==> src/include/cache_macros.svh <==
`ifndef CACHE_MACROS_SVH
`define CACHE_MACROS_SVH

// byte address and word width
`define CACHE_ADDR_W 16
`define CACHE_DATA_W 32

// geometry
`define CACHE_SETS        16
`define CACHE_WAYS        2
`define CACHE_BLOCK_WORDS 4

// address field widths
`define CACHE_INDEX_W $clog2(`CACHE_SETS)
`define CACHE_WORD_W  $clog2(`CACHE_BLOCK_WORDS)
`define CACHE_BYTE_W  $clog2(`CACHE_DATA_W / 8)
`define CACHE_TAG_W \
  (`CACHE_ADDR_W - `CACHE_INDEX_W - `CACHE_WORD_W - `CACHE_BYTE_W)

// backing memory is addressed in words
`define CACHE_WORD_ADDR_W (`CACHE_ADDR_W - `CACHE_BYTE_W)

`endif

==> src/design/cache_pkg.sv <==
`include "cache_macros.svh"

package cache_pkg;

  // byte address as the cache sees it
  typedef struct packed {
    logic [`CACHE_TAG_W-1:0]   tag;
    logic [`CACHE_INDEX_W-1:0] index;
    logic [`CACHE_WORD_W-1:0]  word;
    logic [`CACHE_BYTE_W-1:0]  byte_off;
  } cache_addr_t;

  // one way's tag state within a set
  typedef struct packed {
    logic                    valid;
    logic                    dirty;
    logic [`CACHE_TAG_W-1:0] tag;
  } tag_entry_t;

  // controller sequence, one request in flight
  typedef enum logic [2:0] {
    st_idle,
    st_lookup,
    st_evict,
    st_refill,
    st_settle,
    st_respond
  } ctrl_state_e;

endpackage

==> src/design/lookup_if.sv <==
`include "cache_macros.svh"

interface lookup_if;

  // read of one set, tag travels with the read
  logic                      rd_en;
  logic [`CACHE_INDEX_W-1:0] index;
  logic [`CACHE_TAG_W-1:0]   tag;

  // entry write and LRU update
  logic                      wr_en;
  logic                      wr_way;
  cache_pkg::tag_entry_t     wr_entry;
  logic                      touch_en;
  logic                      touch_way;

  // lookup results
  logic                      hit;
  logic                      hit_way;
  logic                      victim_way;
  cache_pkg::tag_entry_t     victim_entry;

  modport ctrl (
    output rd_en, index, tag, wr_en, wr_way, wr_entry, touch_en, touch_way,
    input  hit, hit_way, victim_way, victim_entry
  );

  modport tags (
    input  rd_en, index, tag, wr_en, wr_way, wr_entry, touch_en, touch_way,
    output hit, hit_way, victim_way, victim_entry
  );

endinterface

==> src/design/tag_array.sv <==
`include "cache_macros.svh"

module tag_array (
  input logic    clk_i,
  input logic    reset_i,
  lookup_if.tags lk
);

  cache_pkg::tag_entry_t entries [`CACHE_SETS][`CACHE_WAYS];

  // per set, points at the way to replace next
  logic lru [`CACHE_SETS];

  // set cleared in the current reset cycle
  logic [`CACHE_INDEX_W-1:0] clr_idx_q;

  // registered copy of the addressed set
  cache_pkg::tag_entry_t     rd_entry_q [`CACHE_WAYS];
  logic [`CACHE_TAG_W-1:0]   rd_tag_q;
  logic                      rd_lru_q;

  // wraps through every set, so sixteen cycles cover the array from any start
  always_ff @(posedge clk_i) begin
    if (reset_i) begin
      clr_idx_q <= clr_idx_q + 1'b1;
    end
  end

  always_ff @(posedge clk_i) begin
    if (reset_i) begin
      for (int w = 0; w < `CACHE_WAYS; w++) begin
        entries[clr_idx_q][w] <= '0;
      end
      lru[clr_idx_q] <= 1'b0;
    end else begin
      if (lk.wr_en) begin
        entries[lk.index][lk.wr_way] <= lk.wr_entry;
      end
      // most recently used way is never the next victim
      if (lk.touch_en) begin
        lru[lk.index] <= ~lk.touch_way;
      end
    end
  end

  always_ff @(posedge clk_i) begin
    if (lk.rd_en) begin
      for (int w = 0; w < `CACHE_WAYS; w++) begin
        rd_entry_q[w] <= entries[lk.index][w];
      end
      rd_tag_q <= lk.tag;
      rd_lru_q <= lru[lk.index];
    end
  end

  // tag compare on the registered set
  always_comb begin
    lk.hit     = 1'b0;
    lk.hit_way = 1'b0;
    for (int w = `CACHE_WAYS - 1; w >= 0; w--) begin
      if (rd_entry_q[w].valid && (rd_entry_q[w].tag == rd_tag_q)) begin
        lk.hit     = 1'b1;
        lk.hit_way = w[0];
      end
    end
  end

  assign lk.victim_way   = rd_lru_q;
  assign lk.victim_entry = rd_entry_q[rd_lru_q];

endmodule

==> src/flat_wrapper.sv <==
// flat-port wrapper written by rule: the top's interface ports become plain ports
module tag_array_flat 
  (clk_i, reset_i, lk_rd_en, lk_index, lk_tag, lk_wr_en, lk_wr_way, lk_wr_entry, lk_touch_en, lk_touch_way, lk_hit, lk_hit_way, lk_victim_way, lk_victim_entry);
  lookup_if lk_i ();
  input logic clk_i;
  input logic reset_i;
  input wire logic [$bits(lk_i.rd_en)-1:0] lk_rd_en;
  input wire logic [$bits(lk_i.index)-1:0] lk_index;
  input wire logic [$bits(lk_i.tag)-1:0] lk_tag;
  input wire logic [$bits(lk_i.wr_en)-1:0] lk_wr_en;
  input wire logic [$bits(lk_i.wr_way)-1:0] lk_wr_way;
  input wire logic [$bits(lk_i.wr_entry)-1:0] lk_wr_entry;
  input wire logic [$bits(lk_i.touch_en)-1:0] lk_touch_en;
  input wire logic [$bits(lk_i.touch_way)-1:0] lk_touch_way;
  output wire logic [$bits(lk_i.hit)-1:0] lk_hit;
  output wire logic [$bits(lk_i.hit_way)-1:0] lk_hit_way;
  output wire logic [$bits(lk_i.victim_way)-1:0] lk_victim_way;
  output wire logic [$bits(lk_i.victim_entry)-1:0] lk_victim_entry;
  assign lk_i.rd_en = lk_rd_en;
  assign lk_i.index = lk_index;
  assign lk_i.tag = lk_tag;
  assign lk_i.wr_en = lk_wr_en;
  assign lk_i.wr_way = lk_wr_way;
  assign lk_i.wr_entry = lk_wr_entry;
  assign lk_i.touch_en = lk_touch_en;
  assign lk_i.touch_way = lk_touch_way;
  assign lk_hit = lk_i.hit;
  assign lk_hit_way = lk_i.hit_way;
  assign lk_victim_way = lk_i.victim_way;
  assign lk_victim_entry = lk_i.victim_entry;
  tag_array u_core (.clk_i(clk_i), .reset_i(reset_i), .lk(lk_i));
endmodule
==> config.mk <==
export PLATFORM = sky130hd
export DESIGN_NAME = tag_array_flat
export DESIGN_NICKNAME = d
export VERILOG_FILES = /design/src/design/cache_pkg.sv /design/src/design/lookup_if.sv /design/src/design/tag_array.sv /design/src/flat_wrapper.sv
export VERILOG_INCLUDE_DIRS = /design/src /design/src/include
export SDC_FILE = /design/constraint.sdc
export NUM_CORES = 1
export LEC_CHECK = 0
export BUFFER_PORTS_ARGS = -buffer_cell sky130_fd_sc_hd__buf_2
export CAP_MARGIN = 20
export CORE_MARGIN = 2
export CORE_UTILIZATION = 55
export DETAILED_ROUTE_END_ITERATION = 8
export GPL_ROUTABILITY_DRIVEN = 0
export MAX_ROUTING_LAYER = met4
export PLACE_DENSITY = 0.72
export SYNTH_ARGS = -nofsm -noshare
export SYNTH_HDL_FRONTEND = slang
export SYNTH_SLANG_ARGS = --single-unit
==> constraint.sdc <==
create_clock -name clk_i -period 4.55 [get_ports clk_i]
set_clock_uncertainty 0.15 [all_clocks]
set_input_delay 0.6825 -clock clk_i [delete_from_list [all_inputs] [get_ports clk_i]]
set_output_delay 0.6825 -clock clk_i [all_outputs]
set_load 0.005 [all_outputs]
Word-level counts from Yosys, hierarchy flattened:

Memory sizes are Yosys's and may differ from the RTL's. A register that Yosys moved wholly into a read port is not among the register bits.
Index checks and enable logic that the tools add are counted.

* bits in registers: 12
* bits in writable memories: 356
* bits of input ports: 29
* output and inout bits: 13
* logic and storage cells: 38
* memories: 3

Memories
* u_core.entries: depth 16, bits a word 20, rd ports 1, clocked after Yosys merged registers in 0, wr ports 1, line tag_array.sv:9 `` cache_pkg::tag_entry_t entries [`CACHE_SETS][`CACHE_WAYS]; ``
* u_core.rd_entry_q: depth 2, bits a word 10, rd ports 3, clocked after Yosys merged registers in 0, wr ports 2, line tag_array.sv:18 `` cache_pkg::tag_entry_t rd_entry_q [`CACHE_WAYS]; ``
* u_core.lru: depth 16, bits a word 1, rd ports 1, clocked after Yosys merged registers in 1, wr ports 1, line tag_array.sv:12 `` logic lru [`CACHE_SETS]; ``

* add/sub/neg operators: 1
* order comparisons: 2
* equality and inequality tests: 2
* mux-type cells: 21
* bitwise operators: 2
* reductions and logical operators: 5

Operators by type and width (number)
* $mux 20: 3
* $reduce_or 20->1: 1
* $eq 8x8->1: 2
* $mux 1: 14
* $demux 10 s1: 1
* $mux 10: 1
* $mux 4: 2
* $add 4x1->4 const B: 1
* $logic_and 1x1->1: 3
* $ge 2x2->1 const B: 1
* $lt 2x1->1 const B: 1
* $not 1->2: 1
* $not 1->1: 1
* $reduce_or 1->1: 1

Logic depth before layout (Yosys ltp):

Gate-level depths: netlist (run 1).

* depth in word-level cells: 8
* depth in mapped cells: 8
* depth with buffers taken out: 4

Least setup slack after synthesis (run 1):

No wires, ideal clock.

* path type: input to register
* start point: input port lk_wr_en
* end point: memory u_core.entries[14][10] in the netlist's numbering (enable)
* setup time: 0.376 ns
* data arrival time: 1.959 ns
* required time: 4.024 ns
* path slack: 2.064 ns
* stages: 5
* path buffers: 1
* cells stage by stage: nor2b_1 -> buf_4 -> mux2i_1 -> nand2_1 -> nor2_1

* longest elaborated chain between the ends: 5
* elaborated cells on any way between the ends: 6
* classes of those cells: 5 x mux; 1 x reduce/logical

RTL lines
* start, declared: line flat_wrapper.sv:10 `input wire logic [$bits(lk_i.wr_en)-1:0] lk_wr_en;`
* $mux 1 *: line tag_array.sv:36 `if (lk.wr_en) begin`
* $mux 1 *: line tag_array.sv:30 `if (reset_i) begin`
* $mux 20 (implied by the code) *: line tag_array.sv:37 `entries[lk.index][lk.wr_way] <= lk.wr_entry;`
* $reduce_or 20->1 (no line)
* $mux 4 (no line) or $mux 20 (tied branches)
* end, declared: line tag_array.sv:9

Every way passes the cells marked *; elsewhere a longest branch is shown, timed or not.

Final worst setup path (run 1):

* start point: register u_core.rd_tag_q[3]
* end point: output port lk_hit_way

* longest elaborated chain between the ends: 4
* elaborated cells on any way between the ends: 6
* classes of those cells: 2 x eq/ne; 2 x mux; 2 x reduce/logical

RTL lines
* start, declared: line tag_array.sv:19 `` logic [`CACHE_TAG_W-1:0] rd_tag_q; ``
* start signal, assigned: line tag_array.sv:51 `rd_tag_q <= lk.tag;`
* $eq 8x8->1: line tag_array.sv:61 `if (rd_entry_q[w].valid && (rd_entry_q[w].tag == rd_tag_q)) begin`
* $logic_and 1x1->1: line tag_array.sv:61
* $mux 1: line tag_array.sv:61
* $mux 1 *: line tag_array.sv:61
* end, declared: line flat_wrapper.sv:16 `output wire logic [$bits(lk_i.hit_way)-1:0] lk_hit_way;`

Marks and branches as above.

==> results.toml, run 1 <==
[flow_run]
drv_cap = 0

[route]
routed_via_density = 6.02
vias = 7487
wire_per_inst_um = 24.2
wl_um = 30100
drt_first_iter_violations = 798
firstDrtPassIters = 5
drc = 0
ant_nets = 0

[floorplan]
start_util_pct = 55.5
fp.dieW_um = 168
chipHeight_um = 168
num_io_pins = 42
die_area_mm2 = 0.0283
rows = 60
core_area_mm2 = 0.0267

[pwr]
p_clk_share_pct = 40.4
power.internal_w = 0.00572
p_per_area_mw_per_mm2 = 440
sequentialPowerShare_pct = 53.2
p_sw_w = 0.00159
peakVddDrop_uv = 221
comb_power_share_pct = 6.4
finalPower_w = 0.00730
power.leakage_nw = 5.77
p_sw_share_pct = 21.7

[logic_synthesis]
netlist_top_cells_area = "edfxtp_1 75%, mux2i_1 5.7%, mux4_2 5.5%, a22oi_1 3.3%, nor2_1 1.6%"
yosys_register_bits = 369
synth_edf_count = 369
ys.warnings.count = 0
ys_types = 33
ys.flop_type = "edfxtp_1"
avgSynthCellArea_um2 = 18.5
async_flop_share_pct = 0
synth_area_mm2 = 0.0148
synth_top_cell_area_share_pct = 74.7
synthCells = 803
ys_seq_area_share_pct = 74.7
yosys.area.top_type = "edfxtp_1"
syn_nets = 833

[clock_network]
cts_tree = "yes"
numCtsBuffers = 39
cts_hold_buf = 0
clock-root-buffer = "clkbuf_16"
cts_resized = 0
insertion_delay_ns = 0.52
ctsHtreeMaxLevel = 2
post_cts_buffers = 0
path_clk_slew_ns = 0.06
cts.sink_count = 369
clockBufferDepth = 3

[setup_path]
path_cells = "xor2_1, nor4_1, nand4_1, nor2_1, buf_2"
critPathMaxStageDelay_ns = 0.41
slowest_stage = "edfxtp_1"
start_kind = "flip-flop"
end_kind = "output port"
arrival_ns = 1.81
crit_fanout = 2
crit_type = "reg2out"
critPathRequiredTime_ns = 3.72

[timing]
relSlewSlack_pct = 26.8
fmax_mhz = 379
fin_tns_setup_ns = 0
fin_ws_ns = 1.91
hold_violations = 0
final-setup-viol-count = 0
rsz0062_at_grt = "no"
final.min_clock_period_ns = 2.64
tightest_slew_ns = 1.09
period_share_pct = 58.0
slew_violations = 0

[global_route]
antenna_found_initial = 0
grt_pass1_vias = 7431
grt.total_usage_pct = 22.6
grt_max_degree = 85
gr-total-overflow = 0
grt_pass1_wl_um = 45900

[finish]
final_nets = 903
layout_common_cells = "369 x edfxtp_1, 85 x mux2i_1, 65 x a22oi_1"
mostFrequentLayoutCell = "edfxtp_1"
final_layout_size_suffix_gt1_share_pct = 19.7
syn2layout_area_growth_pct = 11.9
antenna_cells = 0
fillCellCount = 1887

[place]
dp_slack_ns = 1.41
io_buffers = 41
dp_hpwl_um = 17800

[worst_hold_path]
hp-class = "in2reg"

[outcome]
status = "completed"
[flip-flops by register name, indices dropped and copies added, names as in the netlist]
register              flops
u_core.rd_tag_q           8
u_core.entries          320
u_core.lk.victim_way      1
u_core.rd_entry_q        20
u_core.clr_idx_q          4
u_core.lru               16
[layout make-up]
type	instances	area, um2	share of cell area [%]
clock inverter	24	146	0.882
tap	341	427	2.57
multi-input combinational	391	3410	20.5
sequential	369	11100	66.7
timing repair buffer	69	489	2.95
inverter	3	11.3	0.0678
clock buffer	46	1040	6.29
[logic make-up (layout without fill, tap and decap cells)]
| family | after synthesis | count (layout) | share of synthesized area, % |
|---|---|---|---|
| AND/OR/NAND/NOR | 155 | 155 | 4.69 |
| adder cells (fa/ha/maj) | 1 | 1 | 0.0843 |
| flip-flops | 369 | 369 | 74.7 |
| AO/OA/AOI/OAI | 78 | 78 | 3.95 |
| multiplexers | 139 | 139 | 13.2 |
| buffers and inverters | 43 | 142 | 2.39 |
| XOR/XNOR | 18 | 18 | 1.06 |
[layer usage]
layer	share of wire, %	track usage [%]	wire length, um	vias to the layer above
li1	-	-	-	3344
met1	44	33.0	13100	3774
met2	47	33.9	14100	317
met3	7.7	3.53	2310	52
met4	2.0	5.85	600	0
met5	0	-	0	-
[worst paths after layout]
kind | to | slack [ns] | cells after the start | startpoint
setup reg to reg | u_core.entries[10][13]$_DFFE_PP_ | 2.09 | 4 | u_core.clr_idx_q[2]$_DFFE_PP_
setup / recovery | lk_hit_way | 1.91 | 5 | u_core.rd_tag_q[3]$_DFFE_PP_
hold reg to reg | u_core.clr_idx_q[3]$_DFFE_PP_ | 0.55 | 1 | u_core.clr_idx_q[3]$_DFFE_PP_
hold / removal | u_core.rd_tag_q[6]$_DFFE_PP_ | 0.19 | 1 | lk_tag[6]
[critical path, delay by kind of cell, from the launching register on]
kind | cells | cell delay (ns)
buffers and inverters | 1 | 0.11
DFF | 1 | 0.41
and+or+nand+nor | 3 | 0.59
xor gates and xnor gates | 1 | 0.18
[per-stage QoR]
step	std cells	utilization (%)	hold slack, ns	instance area [um2]
floorplan	803	-	0.465	14800
global placement	1169	57.4	0.522	15300
detailed placement	1170	57.4	0.525	15300
CTS	1240	61.9	0.175	16500
global route	1243	62.1	0.183	16600
finish	1243	62.1	0.192	16600
[cells in the mapped netlist (all sizes together), types with 4 or more instances]
cell type	number
a21oi	6
a22oi	65
a31oi	4
and2	11
buf	28
clkbuf	12
edfxtp	369
mux2	12
mux2i	85
mux4	42
nand2	35
nand3	23
nor2	63
nor2b	12
nor3	4
xnor2	10
xor2	8
[power groups by stage]
stage / combinational, W / clock (W) / sequential, W
floorplan: 0.000321 / 0 / 0.00394
global placement: 0.000450 / 0 / 0.00396
detailed placement: 0.000458 / 0 / 0.00396
CTS: 0.000460 / 0.00299 / 0.00389
global route: 0.000504 / 0.00313 / 0.00390
finish: 0.000464 / 0.00295 / 0.00389
Note: power is estimated with default switching activity, not from simulation.
==> run 2, diff against run 1 <==
Clock period 4.55 ns to 2.5 ns, I/O delays scaled along.
==> run 2 against run 1 <==
  * Combinational power is 95% higher
  * Non-clock buffer count is 40 higher
  * Global-route usage is 0.27 points higher
  * Core utilization is 1.2 points higher
  * Via count is 1.6% higher
  * Critical endpoint unchanged
==> results.toml, run 2 (synthesis results as in run 1) <==
[finish]
syn2layout_area_growth_pct = 14.1
regMostFlops = "u_core.entries"
final_nets = 941
mostFrequentLayoutCell = "edfxtp_1"
top_regs = "u_core.entries x320, u_core.rd_entry_q x20, u_core.lru x16"
fillCellCount = 1805
layout_common_cells = "369 x edfxtp_1, 85 x mux2i_1, 65 x a22oi_1"
largest_reg_flops = 320
fin_cells = 1280
final_layout_size_suffix_gt1_share_pct = 21.7

[route]
drt_first_iter_violations = 752
vias = 7604
routed_via_density = 5.94
ant_nets = 0
wl_um = 30800
firstDrtPassIters = 5
drc = 0
wire_per_inst_um = 24.1

[setup_path]
start_kind = "flip-flop"
slowest_stage = "edfxtp_1"
critPathMaxStageDelay_ns = 0.47
crit_type = "reg2out"
critPathBufInv = 1
arrival_ns = 1.89
crit_fanout = 2
path_delay_family = "simple AND/OR/NAND/NOR gates"
critPathRequiredTime_ns = 1.98
path_cells = "xor2_1, nor4_1, nand4_1, nor2_1, buf_2"
end_kind = "output port"

[global_route]
globalRoute.busiestLayer = "met2"
grtUsageMet3_pct = 3.62
antenna_found_initial = 2
grt_use_met1_pct = 32.4
grt_pass1_wl_um = 46300
gr-total-overflow = 0
grt_pass1_vias = 7588
grt_max_degree = 40
grtUsageMet2_pct = 35.4
grt.total_usage_pct = 22.9

[clock_network]
path_clk_slew_ns = 0.06
clock-root-buffer = "clkbuf_16"
ctsHtreeMaxLevel = 2
insertion_delay_ns = 0.53
numCtsBuffers = 37
cts_tree = "yes"
cts.sink_count = 369
clockBufferDepth = 3

[pwr]
comb_power_share_pct = 6.8
sequentialPowerShare_pct = 53.2
power.leakage_nw = 5.96
p_sw_w = 0.00279
power.internal_w = 0.0105
p_per_area_mw_per_mm2 = 786
peakVddDrop_uv = 423
p_clk_share_pct = 40.0
p_sw_share_pct = 21.0

[timing]
final-setup-viol-count = 0
fmax_mhz = 414
period_share_pct = 96.6
final.min_clock_period_ns = 2.41
fin_ws_ns = 0.0862
hold_violations = 0
fin_tns_setup_ns = 0
fin_hold_ws_ns = 0.171
rsz0062_at_grt = "no"
tightest_slew_ns = 1.06
slew_violations = 0
relSlewSlack_pct = 29.4

[floorplan]
core_area_mm2 = 0.0267
chipHeight_um = 168
start_util_pct = 55.5
num_io_pins = 42
die_area_mm2 = 0.0283
fp.dieW_um = 168
rows = 60

[worst_hold_path]
hp-class = "in2reg"

[place]
io_buffers = 41
dp_slack_ns = -0.0701
dp_cells = 1205
dp_hpwl_um = 19000

[flow_run]
drv_cap = 0

[outcome]
status = "completed"
==> run 2: cell types whose count changed in the layout (fill, tap and decap cells not counted), sizes merged, moves of 2 or more <==
cell         delta
clkinv          -3
clkinvlp        -3
diode           +2
buf            +32
dlygate4sd3     +8
bufinv          +2
==> run 2: final cells by class <==
type | count | area [um2] | area share (%)
repair buffers | 109 | 830 | 4.90
multi-input cells | 391 | 3410 | 20.1
clock inverters | 20 | 175 | 1.03
diodes | 2 | 5.00 | 0.0296
clock buffers | 45 | 998 | 5.90
inverters | 3 | 11.3 | 0.0665
well taps | 341 | 427 | 2.52
flip-flops and latches | 369 | 11100 | 65.4
==> run 2: what timing repair did <==
item | in CTS | in global routing
setup buffers | 0 | 0
resized for setup | 0 | 0
hold endpoints to repair | 8 | 0
hold buffers | 8 | 0
==> run 2: tightest hold or removal path, delay by kind of cell <==
family / cells / cell delay [ns]
and+or+nand+nor: 1 / 0.04
buffers and inverters: 2 / 0.25
==> run 2: metrics by stage <==
step	area (um2)	total power (W)	utilization (%)
2_1_floorplan	14800	0.00776	-
6_report	16900	0.0133	63.4
3_5_place_dp	15700	0.00810	58.7
3_3_place_gp	15700	0.00809	58.7
4_1_cts	16900	0.0134	63.3
5_1_grt	16900	0.0137	63.4
==> run 2: power by group through the flow <==
| stage | Clock (W) | Sequential, W | Combinational, W |
|---|---|---|---|
| 6_report | 0.00532 | 0.00708 | 0.000905 |
| 4_1_cts | 0.00540 | 0.00708 | 0.000908 |
| 2_1_floorplan | 0 | 0.00717 | 0.000585 |
| 3_3_place_gp | 0 | 0.00720 | 0.000882 |
| 3_5_place_dp | 0 | 0.00721 | 0.000894 |
| 5_1_grt | 0.00566 | 0.00709 | 0.000979 |
==> run 2: metal layers <==
metal | vias up | part of all wire, %
li1 | 3425 | -
met1 | 3829 | 43
met5 | - | 0
met3 | 40 | 7.4
met4 | 0 | 1.5
met2 | 310 | 48
==> run 2: worst paths after layout <==
check | from | cells past startpoint | to | slack, ns
setup / recovery | u_core.rd_entry_q[1][2]$_DFFE_PP_ | 5 | lk_hit_way | 0.09
hold / removal | lk_touch_way | 3 | u_core.lru[4]$_DFFE_PP_ | 0.17
setup reg to reg | u_core.clr_idx_q[2]$_DFFE_PP_ | 4 | u_core.entries[6][9]$_DFFE_PP_ | 0.16
hold reg to reg | u_core.clr_idx_q[3]$_DFFE_PP_ | 1 | u_core.clr_idx_q[3]$_DFFE_PP_ | 0.55
