<file path="src/include/cache_macros.svh">
`ifndef CACHE_MACROS_SVH
`define CACHE_MACROS_SVH

// byte address and word width
`define CACHE_ADDR_W 16
`define CACHE_DATA_W 32

// geometry
`define CACHE_SETS        16
`define CACHE_WAYS        2
`define CACHE_BLOCK_WORDS 4

// address field widths
`define CACHE_INDEX_W $clog2(`CACHE_SETS)
`define CACHE_WORD_W  $clog2(`CACHE_BLOCK_WORDS)
`define CACHE_BYTE_W  $clog2(`CACHE_DATA_W / 8)
`define CACHE_TAG_W \
  (`CACHE_ADDR_W - `CACHE_INDEX_W - `CACHE_WORD_W - `CACHE_BYTE_W)

// backing memory is addressed in words
`define CACHE_WORD_ADDR_W (`CACHE_ADDR_W - `CACHE_BYTE_W)

`endif

</file>
<file path="src/design/cache_pkg.sv">
`include "cache_macros.svh"

package cache_pkg;

  // byte address as the cache sees it
  typedef struct packed {
    logic [`CACHE_TAG_W-1:0]   tag;
    logic [`CACHE_INDEX_W-1:0] index;
    logic [`CACHE_WORD_W-1:0]  word;
    logic [`CACHE_BYTE_W-1:0]  byte_off;
  } cache_addr_t;

  // one way's tag state within a set
  typedef struct packed {
    logic                    valid;
    logic                    dirty;
    logic [`CACHE_TAG_W-1:0] tag;
  } tag_entry_t;

  // controller sequence, one request in flight
  typedef enum logic [2:0] {
    st_idle,
    st_lookup,
    st_evict,
    st_refill,
    st_settle,
    st_respond
  } ctrl_state_e;

endpackage

</file>
<file path="src/design/lookup_if.sv">
`include "cache_macros.svh"

interface lookup_if;

  // read of one set, tag travels with the read
  logic                      rd_en;
  logic [`CACHE_INDEX_W-1:0] index;
  logic [`CACHE_TAG_W-1:0]   tag;

  // entry write and LRU update
  logic                      wr_en;
  logic                      wr_way;
  cache_pkg::tag_entry_t     wr_entry;
  logic                      touch_en;
  logic                      touch_way;

  // lookup results
  logic                      hit;
  logic                      hit_way;
  logic                      victim_way;
  cache_pkg::tag_entry_t     victim_entry;

  modport ctrl (
    output rd_en, index, tag, wr_en, wr_way, wr_entry, touch_en, touch_way,
    input  hit, hit_way, victim_way, victim_entry
  );

  modport tags (
    input  rd_en, index, tag, wr_en, wr_way, wr_entry, touch_en, touch_way,
    output hit, hit_way, victim_way, victim_entry
  );

endinterface

</file>
<file path="src/design/data_if.sv">
`include "cache_macros.svh"

interface data_if;

  logic                      en;
  logic                      we;
  logic [`CACHE_INDEX_W-1:0] index;
  logic [`CACHE_WORD_W-1:0]  word;

  // write target and payload
  logic                      way;
  logic [`CACHE_DATA_W-1:0]  wdata;

  // both ways side by side, held until the next read
  logic [`CACHE_WAYS-1:0][`CACHE_DATA_W-1:0] way_rdata;

  modport ctrl (
    output en, we, index, word, way, wdata,
    input  way_rdata
  );

  modport data (
    input  en, we, index, word, way, wdata,
    output way_rdata
  );

endinterface

</file>
<file path="src/design/cache_ctrl.sv">
`include "cache_macros.svh"

module cache_ctrl (
  input  logic                         clk_i,
  input  logic                         reset_i,

  // requester side
  input  logic                         req_i,
  input  logic                         we_i,
  input  cache_pkg::cache_addr_t       addr_i,
  input  logic [`CACHE_DATA_W-1:0]     wdata_i,
  output logic                         ack_o,
  output logic [`CACHE_DATA_W-1:0]     rdata_o,

  // backing memory side, one word per handshake
  output logic                         mem_req_o,
  output logic                         mem_we_o,
  output logic [`CACHE_WORD_ADDR_W-1:0] mem_addr_o,
  output logic [`CACHE_DATA_W-1:0]     mem_wdata_o,
  input  logic                         mem_ack_i,
  input  logic [`CACHE_DATA_W-1:0]     mem_rdata_i,

  lookup_if.ctrl                       lk,
  data_if.ctrl                         dt
);

  cache_pkg::ctrl_state_e state_q;

  // request held for the whole transaction
  cache_pkg::cache_addr_t   addr_q;
  logic                     we_q;
  logic [`CACHE_DATA_W-1:0] wdata_q;

  // victim chosen on the miss
  logic                     vict_way_q;
  logic [`CACHE_TAG_W-1:0]  vict_tag_q;

  logic [`CACHE_WORD_W-1:0] cnt_q;
  logic                     rd_pend_q;

  logic mem_quiet;
  logic word_done;
  logic last_word;
  logic victim_dirty;
  logic evict_rd;
  logic evict_req;
  logic refill_req;

  // both handshake wires low, a new word may start
  assign mem_quiet    = !mem_req_o && !mem_ack_i;
  assign word_done    = mem_req_o && mem_ack_i;
  assign last_word    = (cnt_q == `CACHE_WORD_W'(`CACHE_BLOCK_WORDS - 1));
  assign victim_dirty = lk.victim_entry.valid && lk.victim_entry.dirty;

  assign evict_rd   = (state_q == cache_pkg::st_evict) && mem_quiet && !rd_pend_q;
  assign evict_req  = (state_q == cache_pkg::st_evict) && rd_pend_q;
  assign refill_req = (state_q == cache_pkg::st_refill) && mem_quiet;

  // victim word stays put, no array read happens while the word is out
  assign mem_wdata_o = dt.way_rdata[vict_way_q];

  always_comb begin
    lk.rd_en     = 1'b0;
    lk.index     = addr_q.index;
    lk.tag       = addr_q.tag;
    lk.wr_en     = 1'b0;
    lk.wr_way    = vict_way_q;
    lk.wr_entry  = '{valid: 1'b1, dirty: 1'b0, tag: addr_q.tag};
    lk.touch_en  = 1'b0;
    lk.touch_way = lk.hit_way;

    dt.en    = 1'b0;
    dt.we    = 1'b0;
    dt.index = addr_q.index;
    dt.word  = addr_q.word;
    dt.way   = vict_way_q;
    dt.wdata = wdata_q;

    case (state_q)
      cache_pkg::st_idle: begin
        // both arrays read at the accepting edge
        lk.rd_en = req_i;
        lk.index = addr_i.index;
        lk.tag   = addr_i.tag;
        dt.en    = req_i;
        dt.index = addr_i.index;
        dt.word  = addr_i.word;
      end
      cache_pkg::st_lookup: begin
        if (lk.hit) begin
          lk.touch_en = 1'b1;
          if (we_q) begin
            dt.en       = 1'b1;
            dt.we       = 1'b1;
            dt.way      = lk.hit_way;
            lk.wr_en    = 1'b1;
            lk.wr_way   = lk.hit_way;
            lk.wr_entry = '{valid: 1'b1, dirty: 1'b1, tag: addr_q.tag};
          end
        end
      end
      cache_pkg::st_evict: begin
        dt.en   = evict_rd;
        dt.word = cnt_q;
      end
      cache_pkg::st_refill: begin
        dt.word  = cnt_q;
        dt.wdata = mem_rdata_i;
        if (word_done) begin
          dt.en = 1'b1;
          dt.we = 1'b1;
          // clean tag goes in with the last word
          lk.wr_en = last_word;
        end
      end
      cache_pkg::st_settle: begin
        lk.rd_en = 1'b1;
        dt.en    = 1'b1;
      end
      default: begin
      end
    endcase
  end

  always_ff @(posedge clk_i) begin
    if (reset_i) begin
      state_q   <= cache_pkg::st_idle;
      ack_o     <= 1'b0;
      mem_req_o <= 1'b0;
      rd_pend_q <= 1'b0;
      cnt_q     <= '0;
    end else begin
      case (state_q)
        cache_pkg::st_idle: begin
          if (req_i) begin
            state_q <= cache_pkg::st_lookup;
          end
        end
        cache_pkg::st_lookup: begin
          cnt_q <= '0;
          if (lk.hit) begin
            state_q <= cache_pkg::st_respond;
          end else if (victim_dirty) begin
            state_q <= cache_pkg::st_evict;
          end else begin
            state_q <= cache_pkg::st_refill;
          end
        end
        cache_pkg::st_evict: begin
          if (evict_rd) begin
            rd_pend_q <= 1'b1;
          end
          if (evict_req) begin
            rd_pend_q <= 1'b0;
            mem_req_o <= 1'b1;
          end
          if (word_done) begin
            mem_req_o <= 1'b0;
            cnt_q     <= cnt_q + 1'b1;
            if (last_word) begin
              state_q <= cache_pkg::st_refill;
            end
          end
        end
        cache_pkg::st_refill: begin
          if (refill_req) begin
            mem_req_o <= 1'b1;
          end
          if (word_done) begin
            mem_req_o <= 1'b0;
            cnt_q     <= cnt_q + 1'b1;
            if (last_word) begin
              state_q <= cache_pkg::st_settle;
            end
          end
        end
        cache_pkg::st_settle: begin
          // reread, the request now completes as a hit
          state_q <= cache_pkg::st_lookup;
        end
        cache_pkg::st_respond: begin
          if (!ack_o) begin
            ack_o <= 1'b1;
          end else if (!req_i) begin
            ack_o   <= 1'b0;
            state_q <= cache_pkg::st_idle;
          end
        end
        default: begin
          state_q <= cache_pkg::st_idle;
        end
      endcase
    end
  end

  always_ff @(posedge clk_i) begin
    if ((state_q == cache_pkg::st_idle) && req_i) begin
      addr_q  <= addr_i;
      we_q    <= we_i;
      wdata_q <= wdata_i;
    end
    if (state_q == cache_pkg::st_lookup) begin
      rdata_o    <= dt.way_rdata[lk.hit_way];
      vict_way_q <= lk.victim_way;
      vict_tag_q <= lk.victim_entry.tag;
    end
    if (evict_req) begin
      mem_we_o   <= 1'b1;
      mem_addr_o <= {vict_tag_q, addr_q.index, cnt_q};
    end
    if (refill_req) begin
      mem_we_o   <= 1'b0;
      mem_addr_o <= {addr_q.tag, addr_q.index, cnt_q};
    end
  end

endmodule

</file>
<file path="src/flat_wrapper.sv">
// flat-port wrapper written by rule: the top's interface ports become plain ports
module cache_ctrl_flat 
  (clk_i, reset_i, req_i, we_i, addr_i, wdata_i, ack_o, rdata_o, mem_req_o, mem_we_o, mem_addr_o, mem_wdata_o, mem_ack_i, mem_rdata_i, lk_rd_en, lk_index, lk_tag, lk_wr_en, lk_wr_way, lk_wr_entry, lk_touch_en, lk_touch_way, lk_hit, lk_hit_way, lk_victim_way, lk_victim_entry, dt_en, dt_we, dt_index, dt_word, dt_way, dt_wdata, dt_way_rdata);
  lookup_if lk_i ();
  data_if dt_i ();
  input  logic clk_i;
  input  logic reset_i;
  input  logic req_i;
  input  logic we_i;
  input  cache_pkg::cache_addr_t addr_i;
  input  logic [`CACHE_DATA_W-1:0] wdata_i;
  output logic ack_o;
  output logic [`CACHE_DATA_W-1:0] rdata_o;
  output logic mem_req_o;
  output logic mem_we_o;
  output logic [`CACHE_WORD_ADDR_W-1:0] mem_addr_o;
  output logic [`CACHE_DATA_W-1:0] mem_wdata_o;
  input  logic mem_ack_i;
  input  logic [`CACHE_DATA_W-1:0] mem_rdata_i;
  output wire logic [$bits(lk_i.rd_en)-1:0] lk_rd_en;
  output wire logic [$bits(lk_i.index)-1:0] lk_index;
  output wire logic [$bits(lk_i.tag)-1:0] lk_tag;
  output wire logic [$bits(lk_i.wr_en)-1:0] lk_wr_en;
  output wire logic [$bits(lk_i.wr_way)-1:0] lk_wr_way;
  output wire logic [$bits(lk_i.wr_entry)-1:0] lk_wr_entry;
  output wire logic [$bits(lk_i.touch_en)-1:0] lk_touch_en;
  output wire logic [$bits(lk_i.touch_way)-1:0] lk_touch_way;
  input wire logic [$bits(lk_i.hit)-1:0] lk_hit;
  input wire logic [$bits(lk_i.hit_way)-1:0] lk_hit_way;
  input wire logic [$bits(lk_i.victim_way)-1:0] lk_victim_way;
  input wire logic [$bits(lk_i.victim_entry)-1:0] lk_victim_entry;
  output wire logic [$bits(dt_i.en)-1:0] dt_en;
  output wire logic [$bits(dt_i.we)-1:0] dt_we;
  output wire logic [$bits(dt_i.index)-1:0] dt_index;
  output wire logic [$bits(dt_i.word)-1:0] dt_word;
  output wire logic [$bits(dt_i.way)-1:0] dt_way;
  output wire logic [$bits(dt_i.wdata)-1:0] dt_wdata;
  input wire logic [$bits(dt_i.way_rdata)-1:0] dt_way_rdata;
  assign lk_rd_en = lk_i.rd_en;
  assign lk_index = lk_i.index;
  assign lk_tag = lk_i.tag;
  assign lk_wr_en = lk_i.wr_en;
  assign lk_wr_way = lk_i.wr_way;
  assign lk_wr_entry = lk_i.wr_entry;
  assign lk_touch_en = lk_i.touch_en;
  assign lk_touch_way = lk_i.touch_way;
  assign lk_i.hit = lk_hit;
  assign lk_i.hit_way = lk_hit_way;
  assign lk_i.victim_way = lk_victim_way;
  assign lk_i.victim_entry = lk_victim_entry;
  assign dt_en = dt_i.en;
  assign dt_we = dt_i.we;
  assign dt_index = dt_i.index;
  assign dt_word = dt_i.word;
  assign dt_way = dt_i.way;
  assign dt_wdata = dt_i.wdata;
  assign dt_i.way_rdata = dt_way_rdata;
  cache_ctrl u_core (.clk_i(clk_i), .reset_i(reset_i), .req_i(req_i), .we_i(we_i), .addr_i(addr_i), .wdata_i(wdata_i), .ack_o(ack_o), .rdata_o(rdata_o), .mem_req_o(mem_req_o), .mem_we_o(mem_we_o), .mem_addr_o(mem_addr_o), .mem_wdata_o(mem_wdata_o), .mem_ack_i(mem_ack_i), .mem_rdata_i(mem_rdata_i), .lk(lk_i), .dt(dt_i));
endmodule
</file>
<file path="config.mk">
export PLATFORM = sky130hd
export DESIGN_NAME = cache_ctrl_flat
export DESIGN_NICKNAME = d
export VERILOG_FILES = /design/src/design/cache_pkg.sv /design/src/design/lookup_if.sv /design/src/design/data_if.sv /design/src/design/cache_ctrl.sv /design/src/flat_wrapper.sv
export VERILOG_INCLUDE_DIRS = /design/src /design/src/include
export SDC_FILE = /design/constraint.sdc
export NUM_CORES = 1
export LEC_CHECK = 0
export BUFFER_PORTS_ARGS = -buffer_cell sky130_fd_sc_hd__buf_2
export CORE_ASPECT_RATIO = 1.25
export CORE_MARGIN = 2
export CORE_UTILIZATION = 25
export DETAILED_ROUTE_END_ITERATION = 8
export MAX_ROUTING_LAYER = met4
export SLEW_MARGIN = 30
export SYNTH_ARGS = -nofsm -noshare
export SYNTH_HDL_FRONTEND = slang
export SYNTH_SLANG_ARGS = --single-unit
export TNS_END_PERCENT = 20
</file>
<file path="constraint.sdc">
create_clock -name clk_i -period 4.1 [get_ports clk_i]
set_clock_uncertainty 0.15 [all_clocks]
set_input_delay 0.82 -clock clk_i [delete_from_list [all_inputs] [get_ports clk_i]]
set_output_delay 0.82 -clock clk_i [all_outputs]
set_load 0.03 [all_outputs]
</file>
* Word-level counts from Yosys, hierarchy flattened *
Index checks and enable logic that the tools add are counted.

storage, ports and cells
  bits in registers = 111
  word-level logic and storage cells = 102

operators by class
  add/sub/neg operators = 1
  $lt $le $gt $ge = 2
  eq/ne operators = 16
  muxes and demuxes = 47
  reduce and logical (&&, ||, !) cells = 21

operators with widths
  operator            number
  $mux 32             5
  $mux 14             2
  $mux 3              8
  $mux 10             2
  $mux 1              18
  $pmux 3 s6          1
  $ne 2x1->1 const B  6
  $mux 9              1
  $logic_and 1x1->1   8
  $mux 8              1
  $pmux 1 s2          4
  $pmux 2 s2          2
  $reduce_bool 2->1   4
  $reduce_and 7->1    1
  $eq 3x2->1 const B  2
  $eq 3x3->1 const B  2
  $ne 3x1->1 const B  2
  $pmux 1 s5          1
  $lt 1x2->1 const B  2
  $mux 4              1
  $ne 2x2->1 const B  2
  $reduce_and 2->1    2
  $eq 3x1->1 const B  1
  $logic_not 1->1     3
  other kinds (6)     6

* Longest topological paths before layout *
Gate-level depths: netlist of the first run.

  depth in word-level cells = 6
  depth in mapped cells = 6
  mapped depth without buffers = 5

* Worst setup path after synthesis of the first run *
OpenSTA, ideal clock, no wires.

  path type = input to output
  from = input port lk_hit
  to = output port lk_wr_way
  data arrival time = 2.239 ns
  required time = 3.130 ns
  setup slack = 0.891 ns
  cell stages on the path = 5
  buffers on the path = 1
  path through = inv_1 > nor3_2 > nand2_1 > mux2_1 > buf_4

on the way
  cells in the longest elaborated chain, start to end = 2

RTL lines
  item                 RTL line            source
  from (decl)          flat_wrapper.sv:28  input wire logic [$bits(lk_i.hit)-1:0] lk_hit;
  $mux 1 (2 in a row)  --
  to (decl)            flat_wrapper.sv:24  output wire logic [$bits(lk_i.wr_way)-1:0] lk_wr_way;

Every way passes these cells.

* Final worst setup path of the first run *
  from = register u_core.state_q[0]
  to = output port dt_wdata[22]

on the way
  cells in the longest elaborated chain, start to end = 2

RTL lines
  item                    RTL line            source
  from (decl)             cache_ctrl.sv:27    cache_pkg::ctrl_state_e state_q;
  from (signal assigned)  cache_ctrl.sv:127   state_q <= cache_pkg::st_idle;
  from (signal assigned)  cache_ctrl.sv:136   state_q <= cache_pkg::st_lookup;
  from (signal assigned)  cache_ctrl.sv:142   state_q <= cache_pkg::st_respond;
  $eq 3x2->1              cache_ctrl.sv:79    case (state_q)
  $mux 32                 cache_ctrl.sv:79
  to (decl)               flat_wrapper.sv:37  output wire logic [$bits(dt_i.wdata)-1:0] dt_wdata;

Every way passes these cells.

==> results.yml, run 1 <==
run_status:
  status: "complete, no violations"
floorplanning:
  fp.dieW_um: 133
  die_h_um: 166
  num_rows: 59
  io_pins: 311
  core-area_mm2: 0.0207
  start_util_pct: 25.2
  die_area_mm2: 0.0221
yosys:
  syn_area_mm2: 0.00522
  synth.top_cell.area_share_pct: 58.7
  synth_top_cell_by_area: "edfxtp_1"
  ys_top_cells_by_area: "edfxtp_1 (59%), mux2_2 (19%), mux2_1 (6.0%), dfxtp_1 (3.5%), buf_4 (2.6%)"
  postSynthCellCount: 337
  yosysWarnings: 0
  synth_nets: 500
  synth.distinct_cells: 36
  synth-seq-cells: 111
  syn_area_per_cell_um2: 15.5
  yosysSeqAreaShare_pct: 62.1
cells_and_area:
  fin_util_pct: 35.0
  final_common_cell: "buf_2"
  instances_no_fill: 905
  layout_common_cells: "buf_2 (307), edfxtp_1 (102), mux2_2 (90), mux2_1 (28), o21ai_0 (11)"
  drive_gt1_share_pct: 67.7
  area_growth_syn_to_layout_pct: 38.6
  seq_area_mm2: 0.00324
  diodes: 0
  multi_input_area_mm2: 0.00176
  n_fill_cell: 2054
  layout.nets: 789
detailed_routing:
  vias: 3856
  wl_met2_um: 7090
  drc: 0
  wl_um: 14200
  viasPerCell: 4.26
  ant_nets: 0
  wl_met3_um: 1390
  top_layer: "met4"
  wl_met1_um: 5550
  dr.pass1.iters: 4
  initialDrtViolationCount: 113
  wl_per_cell_um: 15.7
grt:
  grt-ovfl-total: 0
  grt_pass1_vias: 3633
  grt_max_degree: 36
  antenna_found_initial: 0
  groute.usage.overall_pct: 12.7
  grt_pass1_wl_um: 20200
power:
  p_leak_nw: 3.08
  clock_power_share_pct: 27.7
  power_density_mw_per_mm2: 437
  p_sw_share_pct: 33.8
  ir_drop_uv: 200
  p_int_mw: 2.09
  power.switching_mw: 1.07
  power_frac_comb_pct: 27.7
  p_seq_share_pct: 44.6
clock_tree:
  clk_latency_ps: 350
  cts_hold_buf: 0
  cts_buffers: 9
  clkSinkCount: 111
  clk_pin_slew_ps: 80
  cts_max_level: 3
  post-cts-setup-buffers: 0
  clockBufferDepth: 2
  cts_resized: 0
  clock_tree.root_cell: "clkbuf_16"
  cts_tree: "built"
worst_setup_path:
  worstPathArrival_ps: 2370
  worstPathRequired_ps: 3130
  cp_cell_sequence: "nand3b_4 -> mux2_1 -> buf_2"
  setup.worst_path.end_class: "output port"
  max_stage_delay_ps: 710
  reg2regPathDepth: 3
  critical_path_buf_inv_count: 1
  crit_family: "flip-flops"
  cp.depth: 3
  slowest_stage: "dfxtp_1"
  startpoint_type: "flop"
  worstPathMaxFanout: 35
  critPathKind: "reg2out"
timing:
  drv_slew: 0
  period_share_pct: 81.4
  rsz0062_at_grt: "false"
  slew_headroom_pct: 49.1
  holdWs_ps: 304
  fin_tns_setup_ps: 0
  max_freq_ghz: 0.300
  worst_pin_slew_ps: 761
  fin_crit_ps: 3340
  setup_viol: 0
  hold_viol_final: 0
place:
  gp_congestion: 0.768
  place_hpwl_um: 10900
  dp.cells: 889
  portBuffers: 307
worst_hold_path:
  hp-class: "reg2reg"
  min_path_cells: 0
run:
  cap_violations: 0
==> sequential cells by signal (all words and copies together), names as in the netlist, 2 cells and up <==
register,count
u_core.addr_q,14
u_core.cnt_q,2
u_core.mem_addr_o,14
u_core.rdata_o,32
u_core.state_q,3
u_core.vict_tag_q,8
u_core.wdata_q,32
==> kinds of logic (layout without fill, tap and decap cells) <==
kind of cell	after synthesis	in the layout	share of synthesized area [%]
buffers and inverters	39	333	4.36
other	1	1	0.0719
adder cells (fa/ha/maj)	1	1	0.240
flip-flops	111	111	62.1
multiplexers	118	118	25.5
AO/OA/AOI/OAI	28	28	3.19
AND/OR/NAND/NOR	39	39	4.53
==> final cells by class <==
cell class	count	share of cell area, %
inverter	4	0.208
sequential	111	44.9
tap	274	4.74
multi-input combinational	187	24.3
clock buffer	9	3.11
timing repair buffer	313	21.9
clock inverter	7	0.917
==> power groups by stage <==
stage | logic, mW | registers, mW | clock network, mW
after global routing | 0.937 | 1.42 | 0.962
after floorplan | 0.531 | 1.51 | 0
after detailed placement | 0.888 | 1.44 | 0
after CTS | 0.892 | 1.41 | 0.922
after global placement | 0.888 | 1.43 | 0
final | 0.877 | 1.41 | 0.876
==> Yosys cell counts <==
master and count:
nand4_1 3, or4_1 1, nor2_2 1, mux2_1 28, buf_1 1, buf_4 18
and2b_1 1, nand3b_4 1, a21oi_1 7, nor3_1 4, a22oi_1 3, nor2b_1 1
clkbuf_1 5, nand3_4 1, ha_1 1, a2bb2oi_1 1, inv_1 4, nor2_1 6
edfxtp_1 102, a31oi_1 2, a21boi_0 1, a21o_1 1, mux2_2 90, a221oi_1 1
buf_2 11, nand2_1 10, o2111ai_1 1, and2_1 1, nor3b_1 2, nand2b_1 2
nand3_1 2, and2b_2 1, o21ai_0 11, dfxtp_1 9, nor3_2 2, conb_1 1
==> per-layer routing <==
metal  global-route usage, %  vias up
li1                        -     1844
met1                    13.5     1759
met2                    22.8      243
met3                    3.75       10
met4                    4.06        0
met5                       -        -
==> through the flow <==
| stage | cell area, um^2 | total power, mW | setup slack [ps] |
|---|---|---|---|
| 3_3_place_gp | 6940 | 2.32 | 1130 |
| 4_1_cts | 7230 | 3.23 | 680 |
| 2_1_floorplan | 5220 | 2.05 | 891 |
| 5_1_grt | 7230 | 3.32 | 607 |
| 6_report | 7230 | 3.16 | 764 |
| 3_5_place_dp | 6940 | 2.33 | 1080 |
==> final timing paths <==
kind / slack (ps) / from / endpoint
worst max-delay path: 760 / u_core.state_q[0] / dt_wdata[22]
worst min-delay path: 300 / u_core.addr_q[7] / u_core.mem_addr_o[5]
worst max register to register: 1330 / u_core.state_q[2] / u_core.addr_q[2]
worst min register to register: 300 / u_core.addr_q[7] / u_core.mem_addr_o[5]
Note: power is estimated with default switching activity, not from simulation.
==> inputs of run 2 (changes only) <==
Clock period 4.1 ns to 2.9 ns, I/O delays scaled along.
==> run 2 against run 1 <==
Against the previous run: count of clock-buffer cells in the layout increased by 2; critical path depth unchanged; wire length increased by 5.1%; critical endpoint is now dt_wdata[9]; final cell count increased by 0.77%; register-to-register slack got worse by 540 ps; largest power group unchanged; flip-flop and latch count unchanged; non-clock buffer count increased by 5; die area unchanged.
==> results.yml, run 2 (same netlist as run 1, synthesis figures left out) <==
floorplanning:
  io_pins: 311
  core-area_mm2: 0.0207
  die_area_mm2: 0.0221
  die_h_um: 166
  num_rows: 59
  start_util_pct: 25.2
  fp.dieW_um: 133
grt:
  grt-ovfl-total: 0
  grt_pass1_wl_um: 21100
  grt_pass1_vias: 3748
  groute.usage.overall_pct: 13.4
  antenna_found_initial: 2
  grt_max_degree: 45
place:
  portBuffers: 307
  place_hpwl_um: 11800
  place_ws_ps: 529
  placed_cell_area_mm2: 0.00700
  gp_congestion: 0.763
clock_tree:
  cts_max_level: 3
  clkSinkCount: 111
  cts_buffers: 9
  cts_tree: "built"
  clockBufferDepth: 2
  clk_pin_slew_ps: 80
  post-cts-setup-buffers: 0
  cts_hold_buf: 0
  clock_tree.root_cell: "clkbuf_16"
  cts_resized: 0
  clk_latency_ps: 350
detailed_routing:
  vias: 3925
  viasPerCell: 4.30
  wl_per_cell_um: 16.4
  wl_um: 14900
  dr.pass1.iters: 4
  ant_nets: 0
  drc: 0
  initialDrtViolationCount: 85
run:
  cap_violations: 0
cells_and_area:
  top_regs: "u_core.rdata_o x32, u_core.wdata_q x32"
  final_common_cell: "buf_2"
  drive_gt1_share_pct: 67.8
  layout.nets: 794
  area_growth_syn_to_layout_pct: 40.0
  n_fill_cell: 2040
  layout_common_cells: "buf_2 (307), edfxtp_1 (102), mux2_2 (90), mux2_1 (28), o21ai_0 (11)"
  post-route-cell-area_mm2: 0.00731
timing:
  drv_slew: 0
  max_freq_ghz: 0.367
  worst_slack_ps: 172
  holdWs_ps: 247
  setup_viol: 0
  rsz0062_at_grt: "false"
  fin_tns_setup_ps: 0
  hold_viol_final: 0
  fin_crit_ps: 2730
  period_share_pct: 94.1
worst_setup_path:
  reg2reg_from: "u_core.state_q[2]"
  startpoint_type: "flop"
  r2r_slack_ps: 790
  worstPathMaxFanout: 33
  worstPathRequired_ps: 2170
  worstPathArrival_ps: 2000
  critPathKind: "reg2out"
  crit_start: "u_core.state_q[0]"
  reg2regPathDepth: 5
  setup.worst_path.end_class: "output port"
power:
  power_mw: 4.52
  ir_drop_uv: 243
  power_density_mw_per_mm2: 619
  p_leak_nw: 3.12
run_status:
  status: "complete, no violations"
worst_hold_path:
  min_from: "wdata_i[12]"
  hp-class: "in2reg"
  min_path_cells: 1
==> run 2: path summary, 6_finish.rpt <==
check,to
worst min-delay path,u_core.wdata_q[12]
worst min register to register,u_core.mem_we_o
worst max-delay path,dt_wdata[9]
worst max register to register,u_core.addr_q[8]
==> run 2: critical path, cell delays in order (launching register included) <==
cell	delay, ps
dfxtp_1	480
nand3b_4	430
mux2_1	520
buf_2	200
==> run 2: cell type report <==
type	instances	area, um^2	share of cell area [%]
Antenna cell	2	5.00	0.0685
Clock buffer	11	254	3.48
Clock inverter	5	46.3	0.634
Inverter	4	15.0	0.205
Multi-Input combinational cell	187	1760	24.0
Sequential cell	111	3240	44.4
Tap cell	274	343	4.69
Timing Repair Buffer	318	1640	22.5
==> run 2: per-stage QoR <==
stage                     instances  util [%]
after floorplan                 337         -
after global placement          894      33.9
after detailed placement        894      33.9
after CTS                       910      35.3
after global routing            912      35.4
final                           912      35.4
==> run 2: routing by layer <==
layer  wire (um)  up-vias  part of all wire, %  track usage, %
li1            -     1862                    -               -
met5           0        -                    0               -
met2        7470      249                   50            23.8
met3        1640       15                   11            4.79
met4         348        0                  2.3            5.22
met1        5460     1799                   37            13.5
==> run 2: power by group <==
| group | internal (mW) | switching (mW) | total (mW) |
|---|---|---|---|
| clock network | 0.653 | 0.615 | 1.27 |
| logic | 0.437 | 0.835 | 1.27 |
| registers | 1.93 | 0.0496 | 1.98 |
| total | 3.02 | 1.50 | 4.52 |
